`src/design/muldiv_defines.svh`:
```
`ifndef MULDIV_DEFINES_SVH
`define MULDIV_DEFINES_SVH

// Width of one general purpose register operand
`define MULDIV_WORD_WIDTH 32

// One quotient bit per cycle, so this is also the divide run length
`define MULDIV_DIV_ITERATIONS 32

`endif

```
`src/design/muldiv_pkg.sv`:
```
`include "muldiv_defines.svh"

package muldiv_pkg;

	typedef logic [`MULDIV_WORD_WIDTH-1:0] word_t;
	typedef logic [2*`MULDIV_WORD_WIDTH-1:0] dword_t;

	typedef enum logic [3:0] {
		OP_NONE,
		OP_MULT,
		OP_MULTU,
		OP_MUL,
		OP_MADD,
		OP_MADDU,
		OP_MSUB,
		OP_MSUBU,
		OP_DIV,
		OP_DIVU
	} muldiv_op_t;

	typedef enum logic {
		DIV_IDLE,
		DIV_RUN
	} div_state_t;

	// Operand stage output with magnitudes plus the signs to restore later
	typedef struct packed {
		logic       valid;
		muldiv_op_t op;
		word_t      mag_a;
		word_t      mag_b;
		logic       negate_product;
		logic       negate_remainder;
	} prep_t;

	// Middle term carries the sum of both cross products
	typedef struct packed {
		logic                        valid;
		muldiv_op_t                  op;
		logic                        negate_product;
		word_t                       high;
		logic [`MULDIV_WORD_WIDTH:0] middle;
		word_t                       low;
	} partial_t;

	typedef struct packed {
		logic       valid;
		muldiv_op_t op;
		logic       negate_product;
		logic       negate_remainder;
		word_t      quotient;
		word_t      remainder;
	} quotient_t;

	function automatic logic is_multiply(input muldiv_op_t op);
		case (op)
			OP_MULT, OP_MULTU, OP_MUL, OP_MADD, OP_MADDU, OP_MSUB, OP_MSUBU:
				return 1'b1;
			default:
				return 1'b0;
		endcase
	endfunction

endpackage

```
`src/design/muldiv_operand_prep.sv`:
```
`include "muldiv_defines.svh"

module muldiv_operand_prep (
	input  logic                   clk,
	input  logic                   reset,
	input  logic                   flush,
	input  logic                   start,
	input  muldiv_pkg::muldiv_op_t op,
	input  muldiv_pkg::word_t      reg_a,
	input  muldiv_pkg::word_t      reg_b,
	output muldiv_pkg::prep_t      prep
);
	import muldiv_pkg::*;

	logic  is_signed;
	logic  sign_a;
	logic  sign_b;
	word_t mag_a;
	word_t mag_b;

	// Ops that treat the register values as two's complement
	always_comb
	begin
		case (op)
			OP_MULT, OP_MUL, OP_MADD, OP_MSUB, OP_DIV:
				is_signed = 1'b1;
			default:
				is_signed = 1'b0;
		endcase
	end

	assign sign_a = is_signed & reg_a[`MULDIV_WORD_WIDTH-1];
	assign sign_b = is_signed & reg_b[`MULDIV_WORD_WIDTH-1];

	// Magnitudes feed both the multiplier and the divider
	assign mag_a = sign_a ? -reg_a : reg_a;
	assign mag_b = sign_b ? -reg_b : reg_b;

	always_ff @(posedge clk)
	begin
		if (reset || flush)
			prep.valid <= 1'b0;
		else
			prep.valid <= start;

		if (start)
		begin
			prep.op <= op;
			prep.mag_a <= mag_a;
			prep.mag_b <= mag_b;
			// Product and quotient share the same sign rule
			prep.negate_product <= sign_a ^ sign_b;
			prep.negate_remainder <= sign_a;
		end
	end

	// Every issued op must be a real multiply or divide
	assert property (@(posedge clk) disable iff (reset)
		start |-> (is_multiply(op) || op inside {OP_DIV, OP_DIVU}))
	else
		$error("muldiv_operand_prep: start with invalid op %0d", op);

endmodule

```
`src/design/muldiv_multiplier.sv`:
```
`include "muldiv_defines.svh"

module muldiv_multiplier (
	input  logic                 clk,
	input  logic                 reset,
	input  logic                 flush,
	input  muldiv_pkg::prep_t    prep,
	output muldiv_pkg::partial_t partial
);
	import muldiv_pkg::*;

	localparam int WIDTH = `MULDIV_WORD_WIDTH;
	localparam int HALF = WIDTH / 2;

	logic  take;
	word_t cross_ab;
	word_t cross_ba;

	assign take = prep.valid && is_multiply(prep.op);

	// Lower half of a times upper half of b, and the other way round
	assign cross_ab = prep.mag_a[HALF-1:0] * prep.mag_b[WIDTH-1:HALF];
	assign cross_ba = prep.mag_a[WIDTH-1:HALF] * prep.mag_b[HALF-1:0];

	always_ff @(posedge clk)
	begin
		if (reset || flush)
			partial.valid <= 1'b0;
		else
			partial.valid <= take;

		if (take)
		begin
			partial.op <= prep.op;
			partial.negate_product <= prep.negate_product;
			partial.high <= prep.mag_a[WIDTH-1:HALF] * prep.mag_b[WIDTH-1:HALF];
			// One extra bit keeps the carry of the cross sum
			partial.middle <= {1'b0, cross_ab} + {1'b0, cross_ba};
			partial.low <= prep.mag_a[HALF-1:0] * prep.mag_b[HALF-1:0];
		end
	end

endmodule

```
`src/design/muldiv_divider.sv`:
```
`include "muldiv_defines.svh"

module muldiv_divider (
	input  logic                  clk,
	input  logic                  reset,
	input  logic                  flush,
	input  muldiv_pkg::prep_t     prep,
	output muldiv_pkg::quotient_t quotient,
	output logic                  busy
);
	import muldiv_pkg::*;

	localparam int WIDTH = `MULDIV_WORD_WIDTH;
	localparam int ITERATIONS = `MULDIV_DIV_ITERATIONS;
	localparam int COUNT_W = $clog2(ITERATIONS + 1);

	div_state_t         state;
	logic [COUNT_W-1:0] count;
	logic               out_valid;
	logic               tail_valid;
	logic               load;
	logic               step_en;
	logic               last_step;
	word_t              divisor_q;
	word_t              rem_q;
	word_t              quo_q;
	word_t              step_divisor;
	word_t              step_rem;
	word_t              step_quo;
	logic [WIDTH:0]     shifted;
	logic [WIDTH:0]     diff;
	word_t              rem_next;
	word_t              quo_next;
	muldiv_op_t         op_q;
	logic               negate_product_q;
	logic               negate_remainder_q;

	assign load = prep.valid && (prep.op inside {OP_DIV, OP_DIVU});
	assign step_en = (state == DIV_RUN) || load;
	assign last_step = (count == COUNT_W'(ITERATIONS - 1));

	// The load cycle already produces the first quotient bit
	always_comb
	begin
		if (state == DIV_IDLE)
		begin
			step_divisor = prep.mag_b;
			step_rem = '0;
			step_quo = prep.mag_a;
		end
		else
		begin
			step_divisor = divisor_q;
			step_rem = rem_q;
			step_quo = quo_q;
		end
		shifted = {step_rem, step_quo[WIDTH-1]};
		diff = shifted - {1'b0, step_divisor};
		// Borrow out means the trial subtract is undone
		if (!diff[WIDTH])
		begin
			rem_next = diff[WIDTH-1:0];
			quo_next = {step_quo[WIDTH-2:0], 1'b1};
		end
		else
		begin
			rem_next = shifted[WIDTH-1:0];
			quo_next = {step_quo[WIDTH-2:0], 1'b0};
		end
	end

	always_ff @(posedge clk)
	begin
		if (reset || flush)
		begin
			state <= DIV_IDLE;
			count <= '0;
			out_valid <= 1'b0;
			tail_valid <= 1'b0;
		end
		else
		begin
			out_valid <= 1'b0;
			// Extra cycle covers the result stage done strobe
			tail_valid <= out_valid;
			case (state)
				DIV_IDLE:
				begin
					if (load)
					begin
						state <= DIV_RUN;
						count <= COUNT_W'(1);
					end
				end
				DIV_RUN:
				begin
					count <= count + 1'b1;
					if (last_step)
					begin
						state <= DIV_IDLE;
						out_valid <= 1'b1;
					end
				end
				default:
					state <= DIV_IDLE;
			endcase
		end

		if (step_en)
		begin
			rem_q <= rem_next;
			quo_q <= quo_next;
		end

		if (state == DIV_IDLE && load)
		begin
			divisor_q <= prep.mag_b;
			op_q <= prep.op;
			negate_product_q <= prep.negate_product;
			negate_remainder_q <= prep.negate_remainder;
		end
	end

	assign quotient.valid = out_valid;
	assign quotient.op = op_q;
	assign quotient.negate_product = negate_product_q;
	assign quotient.negate_remainder = negate_remainder_q;
	assign quotient.quotient = quo_q;
	assign quotient.remainder = rem_q;

	assign busy = load || (state == DIV_RUN) || out_valid || tail_valid;

	// Issue side must wait for busy to fall before the next divide
	assert property (@(posedge clk) disable iff (reset)
		(state == DIV_RUN) |-> !load)
	else
		$error("muldiv_divider: divide arrived while running");

endmodule

```
`src/design/muldiv_result.sv`:
```
`include "muldiv_defines.svh"

module muldiv_result (
	input  logic                  clk,
	input  logic                  reset,
	input  logic                  flush,
	input  muldiv_pkg::partial_t  partial,
	input  muldiv_pkg::quotient_t quotient,
	output logic                  done,
	output muldiv_pkg::dword_t    result,
	output muldiv_pkg::dword_t    hilo
);
	import muldiv_pkg::*;

	localparam int HALF = `MULDIV_WORD_WIDTH / 2;

	dword_t product_mag;
	dword_t product;
	word_t  quo_signed;
	word_t  rem_signed;
	dword_t next_result;
	logic   mul_valid;
	logic   hilo_we;

	// Final carry-propagate add of the three partial products
	assign product_mag = {partial.high, partial.low} + (dword_t'(partial.middle) << HALF);
	assign product = partial.negate_product ? -product_mag : product_mag;

	// Quotient rounds toward zero and remainder follows the dividend
	assign quo_signed = quotient.negate_product ? -quotient.quotient : quotient.quotient;
	assign rem_signed = quotient.negate_remainder ? -quotient.remainder : quotient.remainder;

	assign mul_valid = partial.valid && is_multiply(partial.op);
	assign hilo_we = quotient.valid || (mul_valid && partial.op != OP_MUL);

	always_comb
	begin
		if (quotient.valid)
			next_result = {rem_signed, quo_signed};
		else
		begin
			case (partial.op)
				OP_MADD, OP_MADDU:
					next_result = hilo + product;
				OP_MSUB, OP_MSUBU:
					next_result = hilo - product;
				OP_MUL:
					next_result = dword_t'(product[`MULDIV_WORD_WIDTH-1:0]);
				default:
					next_result = product;
			endcase
		end
	end

	always_ff @(posedge clk)
	begin
		if (reset || flush)
			done <= 1'b0;
		else
			done <= mul_valid || quotient.valid;

		if (reset)
			hilo <= '0;
		else if (hilo_we && !flush)
			hilo <= next_result;

		result <= next_result;
	end

	// A multiply issued ahead of a divide drains long before the divide ends
	assert property (@(posedge clk) disable iff (reset)
		!(partial.valid && quotient.valid))
	else
		$error("muldiv_result: multiply and divide results collided");

endmodule

```
`src/design/muldiv_unit.sv`:
```
module muldiv_unit (
	input  logic                   clk,
	input  logic                   reset,
	input  logic                   start,
	input  muldiv_pkg::muldiv_op_t op,
	input  muldiv_pkg::word_t      reg_a,
	input  muldiv_pkg::word_t      reg_b,
	input  logic                   flush,
	output logic                   busy,
	output logic                   done,
	output muldiv_pkg::dword_t     result,
	output muldiv_pkg::dword_t     hilo
);
	import muldiv_pkg::*;

	prep_t     prep;
	partial_t  partial;
	quotient_t quotient;

	muldiv_operand_prep u_operand_prep (
		.clk     (clk),
		.reset   (reset),
		.flush   (flush),
		.start   (start),
		.op      (op),
		.reg_a   (reg_a),
		.reg_b   (reg_b),
		.prep    (prep)
	);

	// Both back ends see every prepared op and pick out their own class
	muldiv_multiplier u_multiplier (
		.clk     (clk),
		.reset   (reset),
		.flush   (flush),
		.prep    (prep),
		.partial (partial)
	);

	muldiv_divider u_divider (
		.clk      (clk),
		.reset    (reset),
		.flush    (flush),
		.prep     (prep),
		.quotient (quotient),
		.busy     (busy)
	);

	muldiv_result u_result (
		.clk      (clk),
		.reset    (reset),
		.flush    (flush),
		.partial  (partial),
		.quotient (quotient),
		.done     (done),
		.result   (result),
		.hilo     (hilo)
	);

endmodule

```
`config.mk`:
```
export PLATFORM = sky130hd
export DESIGN_NAME = muldiv_unit
export DESIGN_NICKNAME = d
export VERILOG_FILES = /design/src/design/muldiv_pkg.sv /design/src/design/muldiv_operand_prep.sv /design/src/design/muldiv_multiplier.sv /design/src/design/muldiv_divider.sv /design/src/design/muldiv_result.sv /design/src/design/muldiv_unit.sv
export VERILOG_INCLUDE_DIRS = /design/src /design/src/design
export SDC_FILE = /design/constraint.sdc
export NUM_CORES = 2
export LEC_CHECK = 0
export ABC_AREA = 1
export BUFFER_PORTS_ARGS = -buffer_cell sky130_fd_sc_hd__buf_2
export CAP_MARGIN = 20
export CORE_ASPECT_RATIO = 0.5
export CORE_MARGIN = 2
export CORE_UTILIZATION = 55
export CTS_BUF_LIST = sky130_fd_sc_hd__clkbuf_16
export CTS_CLUSTER_DIAMETER = 100
export DETAILED_ROUTE_END_ITERATION = 6
export GPL_ROUTABILITY_DRIVEN = 1
export PLACE_DENSITY = 0.72
export SLEW_MARGIN = 40
export SYNTH_ARGS = -nofsm -noshare
export SYNTH_HDL_FRONTEND = slang
export SYNTH_SLANG_ARGS = --single-unit
```
`constraint.sdc`:
```
create_clock -name clk -period 8.8 [get_ports clk]
set_input_delay 0.44 -clock clk [delete_from_list [all_inputs] [get_ports clk]]
set_output_delay 0.44 -clock clk [all_outputs]
set_load 0.01 [all_outputs]
```
==> Word-level counts from Yosys, hierarchy flattened <==
Cells that the tools add are included.
{ "classes": {"n_addsub": 11, "multipliers": 4, "n_eq_ne": 24, "n_mux": 21, "bitwise": 4, "reduce_logical": 20} }
{ "op_table": {"columns": ["cell", "count"], "rows": [
  ["32-bit two-way mux", 8],
  ["64-bit one-hot mux with 3 select lines", 1],
  ["16-bit by 16-bit multiplier with 32-bit output", 4],
  ["64-bit two-way mux", 2],
  ["32-bit negation", 4],
  ["64-bit by 49-bit adder with 64-bit output", 1],
  ["64-bit adder", 1],
  ["64-bit negation", 1],
  ["64-bit subtractor", 1],
  ["4-bit by 3-bit equality test with 1-bit output, second input constant", 10],
  ["32-bit by 32-bit adder with 33-bit output", 1],
  ["33-bit by 32-bit subtractor with 33-bit output", 1],
  ["4-bit by 2-bit equality test with 1-bit output, second input constant", 5],
  ["7-bit OR reduction", 2],
  ["4-bit by 1-bit equality test with 1-bit output, second input constant", 3],
  ["4-bit equality test, second input constant", 3],
  ["6-bit one-hot mux with 2 select lines", 1],
  ["1-bit two-way mux", 7],
  ["6-bit by 1-bit adder with 6-bit output, second input constant", 1],
  ["6-bit by 5-bit equality test with 1-bit output, second input constant", 1],
  ["1-bit logical AND", 6],
  ["1-bit logical OR", 6],
  ["6-bit two-way mux", 1],
  ["2-bit OR reduction", 3],
  ["9 further kinds", 10]
]} }
{ "totals": {"reg_bits": 410} }

==> Depth between registers and ports, before layout <==
{ "logic_depth": {"ltp_word": 7, "depth_mapped": 46, "depth_no_buf": 46} }

==> Cells and area by module <==
From an unflattened synthesis, not the netlist that was laid out.
{ "hier_totals": {"cells_unflattened": 10255, "hier_area_um2": 70908.0} }
{ "by_module_without_submodules": {"columns": ["mod", "instances", "cells_each", "area_each_um2", "seq_area_each_um2"], "rows": [
  ["muldiv_multiplier", 1, 5235, 40338.7, 3083.0],
  ["muldiv_result", 1, 3386, 18504.0, 2582.5],
  ["muldiv_divider", 1, 1028, 7544.7, 3243.1],
  ["muldiv_operand_prep", 1, 606, 4520.6, 2122.0]
]} }

==> Worst setup path after synthesis <==
No wires, ideal clock.
{ "synth_path": {"path_kind": "reg-to-reg", "from": "register, netlist name u_operand_prep.prep[69]", "to": "register, netlist name u_multiplier.partial[0]", "arrival_ps": 7355, "required_ps": 8112, "slack_ps": 758, "stages_incl_launch_ff": 2, "path_buffers": 0, "cell_sequence": "edfxtp_1 nor3_1"} }
{ "synth_between": {"elab_chain_len": 4, "word_cells_on_any_way": 10, "classes_between": "eq/ne (7); mux (1); reduce/logical (2)"} }
{ "synth_lines": {"columns": ["item", "line_no", "text"], "rows": [
  ["4-bit by 1-bit equality test with 1-bit output, or another cell as far along", "muldiv_pkg.sv:56", "case (op)"],
  ["7-bit OR reduction (*)", "muldiv_pkg.sv:56", null],
  ["1-bit two-way mux (*)", "muldiv_pkg.sv:56", null],
  ["1-bit logical AND (*)", "muldiv_multiplier.sv:19", "assign take = prep.valid && is_multiply(prep.op);"],
  ["named net u_multiplier.take", "muldiv_multiplier.sv:15", "logic take;"]
]} }
Mark *: on every way through the listed nets, which the timed path passes. The rest lies on a longest branch.
A chain may end at the register's enable or synchronous reset.

==> Final worst setup path <==
{ "layout_path": {"from": "register, netlist name u_operand_prep.prep[23]", "to": "register, netlist name u_multiplier.partial[63]"} }
{ "layout_between": {"elab_chain_len": 2} }
{ "layout_lines": {"columns": ["item", "line_no", "text"], "rows": [
  ["16-bit by 16-bit multiplier with 32-bit output", "muldiv_multiplier.sv:22", "assign cross_ab = prep.mag_a[HALF-1:0] * prep.mag_b[WIDTH-1:HALF];"],
  ["32-bit by 32-bit adder with 33-bit output", "muldiv_multiplier.sv:38", "partial.middle <= {1'b0, cross_ab} + {1'b0, cross_ba};"]
]} }
No other way between the ends.

==> results by stage <==
Run status:
- The flow ran to the end, and the final reports show no timing, DRC or antenna violations.

Drt:
- For this run, the detailed router's first-pass iteration total came to 6.
- For this block, the via count after detailed routing is 55,747.
- The count of antenna-violating nets left after detailed routing is 0.
- The DRC violations left is 0.
- The detailed router finished its first iteration with 5,399 violations.
- The final layout contains routed wiring with a total length of about 200 mm.
- Dividing the detail-routed via count by the number of cells gives roughly 5.4.
- After detailed routing, the average wire length per cell comes to between 15 and 20 microns.

Synth:
- The post-synthesis register bit count is 410.
- Summed over its instances, the top area cell type makes up 26.0% of the synthesized netlist area.
- The largest total area in the synthesized netlist belongs to sky130_fd_sc_hd__fa_1.
- When the netlist entered floorplanning its net count stood at approximately 10,000.
- The post-synth design cell area is roughly 65,000 sq um.
- The number of different library cells in the post-synthesis netlist is 61.
- Sorting the synthesized cells by area gives the leading types as sky130_fd_sc_hd__fa_1 (26%), sky130_fd_sc_hd__nand2_1 (13%), sky130_fd_sc_hd__edfxtp_1 (13%).
- The synthesized area divided by synthesized cell count is 7.49 sq um.
- Sequential elements use between 10% and 20% of the synthesized area.
- The post-synthesis cell count is roughly 8,600.
- The count of synthesis-stage warnings from yosys is 0.

Timing:
- The relative max-transition margin is 41.2%.
- Dividing the final minimum period by the clock period gives between 90% and 100%.
- The number of failing hold endpoints at the final stage came to 0.
- The final number of max-transition violations is 0.
- The worst clock skew is between 50 and 60 ps.
- The number of setup violations in the final report is 0.
- The slew of the pin with the lowest slew margin is around 860 ps.
- The peak clock frequency supported by timing is 121 MHz.
- The final-layout setup total negative slack is 0 ps.
- Setup repair after global routing left no endpoint under its margin.
- After layout, the minimum clock period comes to 8280 ps.

Worst setup path:
- For this run, the slowest stage of the critical path takes ~640 ps.
- The startpoint type of the worst setup path is a flop.
- Measured in cells, the most critical reg-to-reg path has a length of 32.
- The category of the worst setup path capture point is a flop.
- The endpoint identified for the worst register-to-register timing path is u_multiplier.partial[63].
- In this run the worst setup path terminates at u_multiplier.partial[63].
- The worst-path cell with the longest stage delay is sky130_fd_sc_hd__edfxtp_1.
- The critical path data arrival time is slightly below 9000 ps.
- The worst setup path is of the reg -> reg kind.
- Tracing the worst setup path back leads to its startpoint at u_operand_prep.prep[23].
- The worst register-to-register path has a setup slack of 520 ps.
- The maximum net fanout on the critical path is 23.
- The start of the worst register-to-register path is u_operand_prep.prep[23].
- Among the stages of the critical path, the cell type that occurs most often is sky130_fd_sc_hd__inv_1.
- STA puts the critical path data required time at between 9000 and 10,000 ps.

CTS:
- Clock-pin slew was measured on the worst setup and hold paths at about 70 ps.
- The total clock buffers created by CTS is between 40 and 50.
- The CTS H-tree depth is 2.
- The source-to-sink clock delay at the later pin of the worst-skew pair is 670 ps.
- TritonCTS built the clock tree.
- The tree built by TritonCTS fans out to 410 sinks.
- In this run the deepest clock path goes through 3 buffers.
- In this run the clock root is driven by a sky130_fd_sc_hd__clkbuf_16.

Finish:
- The area growth from synthesis to layout is 6.70%.
- In the final layout, the share of cells above drive strength 1 is under 10%.
- In the layout the commonest cells are sky130_fd_sc_hd__nand2_1 (2,216), sky130_fd_sc_hd__inv_1 (1,984), sky130_fd_sc_hd__fa_1 (839), sky130_fd_sc_hd__ha_1 (543), sky130_fd_sc_hd__nor2_1 (517).
- Counting the fill cells in the layout gives between 10,000 and 15,000.
- The number of standard cells in the layout, taps in and fillers out is between 10,000 and 15,000.
- The multi-input logic area is between 40,000 and 50,000 sq um.
- In the final design database the tool counted between 10,000 and 15,000 nets.
- Across the whole layout, storage elements account for between 10,000 and 15,000 sq um.
- The library cell used most frequently in the layout, excluding fill and tap cells, is sky130_fd_sc_hd__nand2_1.

GRT:
- For this run the aggregate overflow at the end of global routing stands at 0.
- The number of global-route vias before repair came to 54,420.
- Entering global routing, the biggest net connects 74 pins.
- The number of antenna violations at the first check in global routing was 24.
- The global routing usage summed across all routing layers is between 30% and 40%.
- The first global-routing pass estimated roughly 310 mm of wire.

Min path:
- The tightest min-delay check is of the in -> reg type.

Flow run:
- The max-capacitance violation count is 0.

Floorplanning:
- The die covers about 120,000 sq um.
- The region available for standard cell placement spans between 100,000 and 150,000 sq um.
- Measured along the y axis, the die boundary spans approximately 250 microns.
- In this run the core area contains between 80 and 90 standard-cell rows.
- The I/O pin total is ~200.
- In this run the horizontal extent of the chip is around 490 microns.
- The starting utilization of the core area is between 50% and 60%.

Placement:
- The congestion estimate from routability-driven global placement came to 0.994.
- The count of buffers added on input and output ports is about 200.
- The HPWL reported at the end of detailed placement is between 150 and 200 mm.
- Including well taps, the total number of placed cells is slightly above 10,000.
-- cells by family after synthesis --
group           after synthesis  synth area share, %
xor+xnor                    311                 4.22
simple gates               3281                 20.9
compound gates              855                 7.28
fa+ha+maj                  1382                 36.5
flops                       410                 16.9
mux                          30                0.464
buf+inv                    2359                 13.7
-- Yosys cell counts, drive strengths merged --
| master | count |
|---|---|
| o21ai | 357 |
| mux2i | 30 |
| nor4 | 21 |
| o22ai | 9 |
| o41ai | 4 |
| nor3 | 73 |
| a21o | 12 |
| clkbuf | 322 |
| a31oi | 44 |
| ha | 543 |
| nand3 | 239 |
| a211oi | 6 |
| o311ai | 2 |
| nand2 | 2284 |
| o221ai | 8 |
| a21oi | 330 |
| fa | 839 |
| o21a | 19 |
| o21bai | 9 |
| or4 | 1 |
| nand4 | 69 |
| buf | 29 |
| clkinv | 8 |
| edfxtp | 270 |
| o211ai | 18 |
| nand3b | 12 |
| nor2 | 557 |
| dfxtp | 140 |
| o2111ai | 3 |
| xor2 | 218 |
| o311a | 1 |
| xnor2 | 93 |
| o31ai | 12 |
| a22oi | 8 |
| a211o | 1 |
| a32o | 1 |
| and2 | 1 |
| a21boi | 11 |
| inv | 2000 |
| or2 | 24 |
-- worst min path at each step --
stage | startpoint | endpoint | slack (ps) | cells past startpoint
after floorplan | u_operand_prep.prep[0] | u_divider.negate_remainder_q | 400 | 0
after detailed placement | u_operand_prep.prep[66] | u_multiplier.partial[98] | 440 | 0
final | reg_a[0] | u_operand_prep.prep[34] | 60 | 1
after global placement | u_operand_prep.prep[66] | u_multiplier.partial[98] | 440 | 0
after CTS | reg_a[0] | u_operand_prep.prep[34] | 30 | 1
after global routing | reg_a[0] | u_operand_prep.prep[34] | 40 | 1
-- metal layers --
layer	GRT usage, %	part of all wire (%)	vias up
met4	10.5	3.4	14
li1	-	-	26165
met5	0.684	0.098	-
met1	48.2	44	26702
met3	8.62	12	352
met2	48.9	41	2514
-- worst max-delay path: cells and delay by family (launching register included) --
family / cells / cell delay (ps)
AND/OR/NAND/NOR: 4 / 410
buffers and inverters: 9 / 850
flip-flops: 1 / 640
AO/OA/AOI/OAI: 9 / 2150
adder cells (fa/ha/maj): 9 / 3930
XOR/XNOR: 1 / 60
-- through the flow --
stage          instance area [sq um]  hold slack, ps  worst slack (ps)  utilization (%)
2_1_floorplan                  64700             400               758                -
3_3_place_gp                   67300             436               477             58.0
3_5_place_dp                   67300             441               388             58.0
4_1_cts                        68800            33.1               344             59.4
5_1_grt                        69000            41.8              15.7             59.5
6_report                       69000            57.3               521             59.5
-- layout make-up --
class	count	area share, %
timing repair buffer	345	3.09
inverter	2008	10.9
clock buffer	49	1.78
antenna	8	0.0290
sequential	410	15.8
tap	1575	2.86
clock inverter	35	0.403
multi-input combinational	5859	65.1
-- what timing repair did --
action                                  in CTS  in global routing
hold buffers                                 5                  0
hold endpoints to repair                     5                  0
resized for setup                            0                  2
setup buffers                                0                 15
endpoints found under the setup margin       0                  2
-- state kept, by name, summed over array words and instances (netlist names) --
| register | cells |
|---|---|
| u_result.result | 64 |
| u_divider.negate_remainder_q | 1 |
| u_divider.negate_product_q | 1 |
| u_divider.divisor_q | 32 |
| u_divider.quo_q | 32 |
| u_result.done | 1 |
| u_divider.out_valid | 1 |
| u_result.hilo | 64 |
| u_divider.state | 1 |
| u_operand_prep.prep | 71 |
| u_divider.tail_valid | 1 |
| u_divider.rem_q | 32 |
| u_divider.count | 6 |
| u_multiplier.partial | 103 |
Power is left out: the tool's default activity adds up to more than one toggle a clock period on the data nets, which glitch-free logic cannot reach.
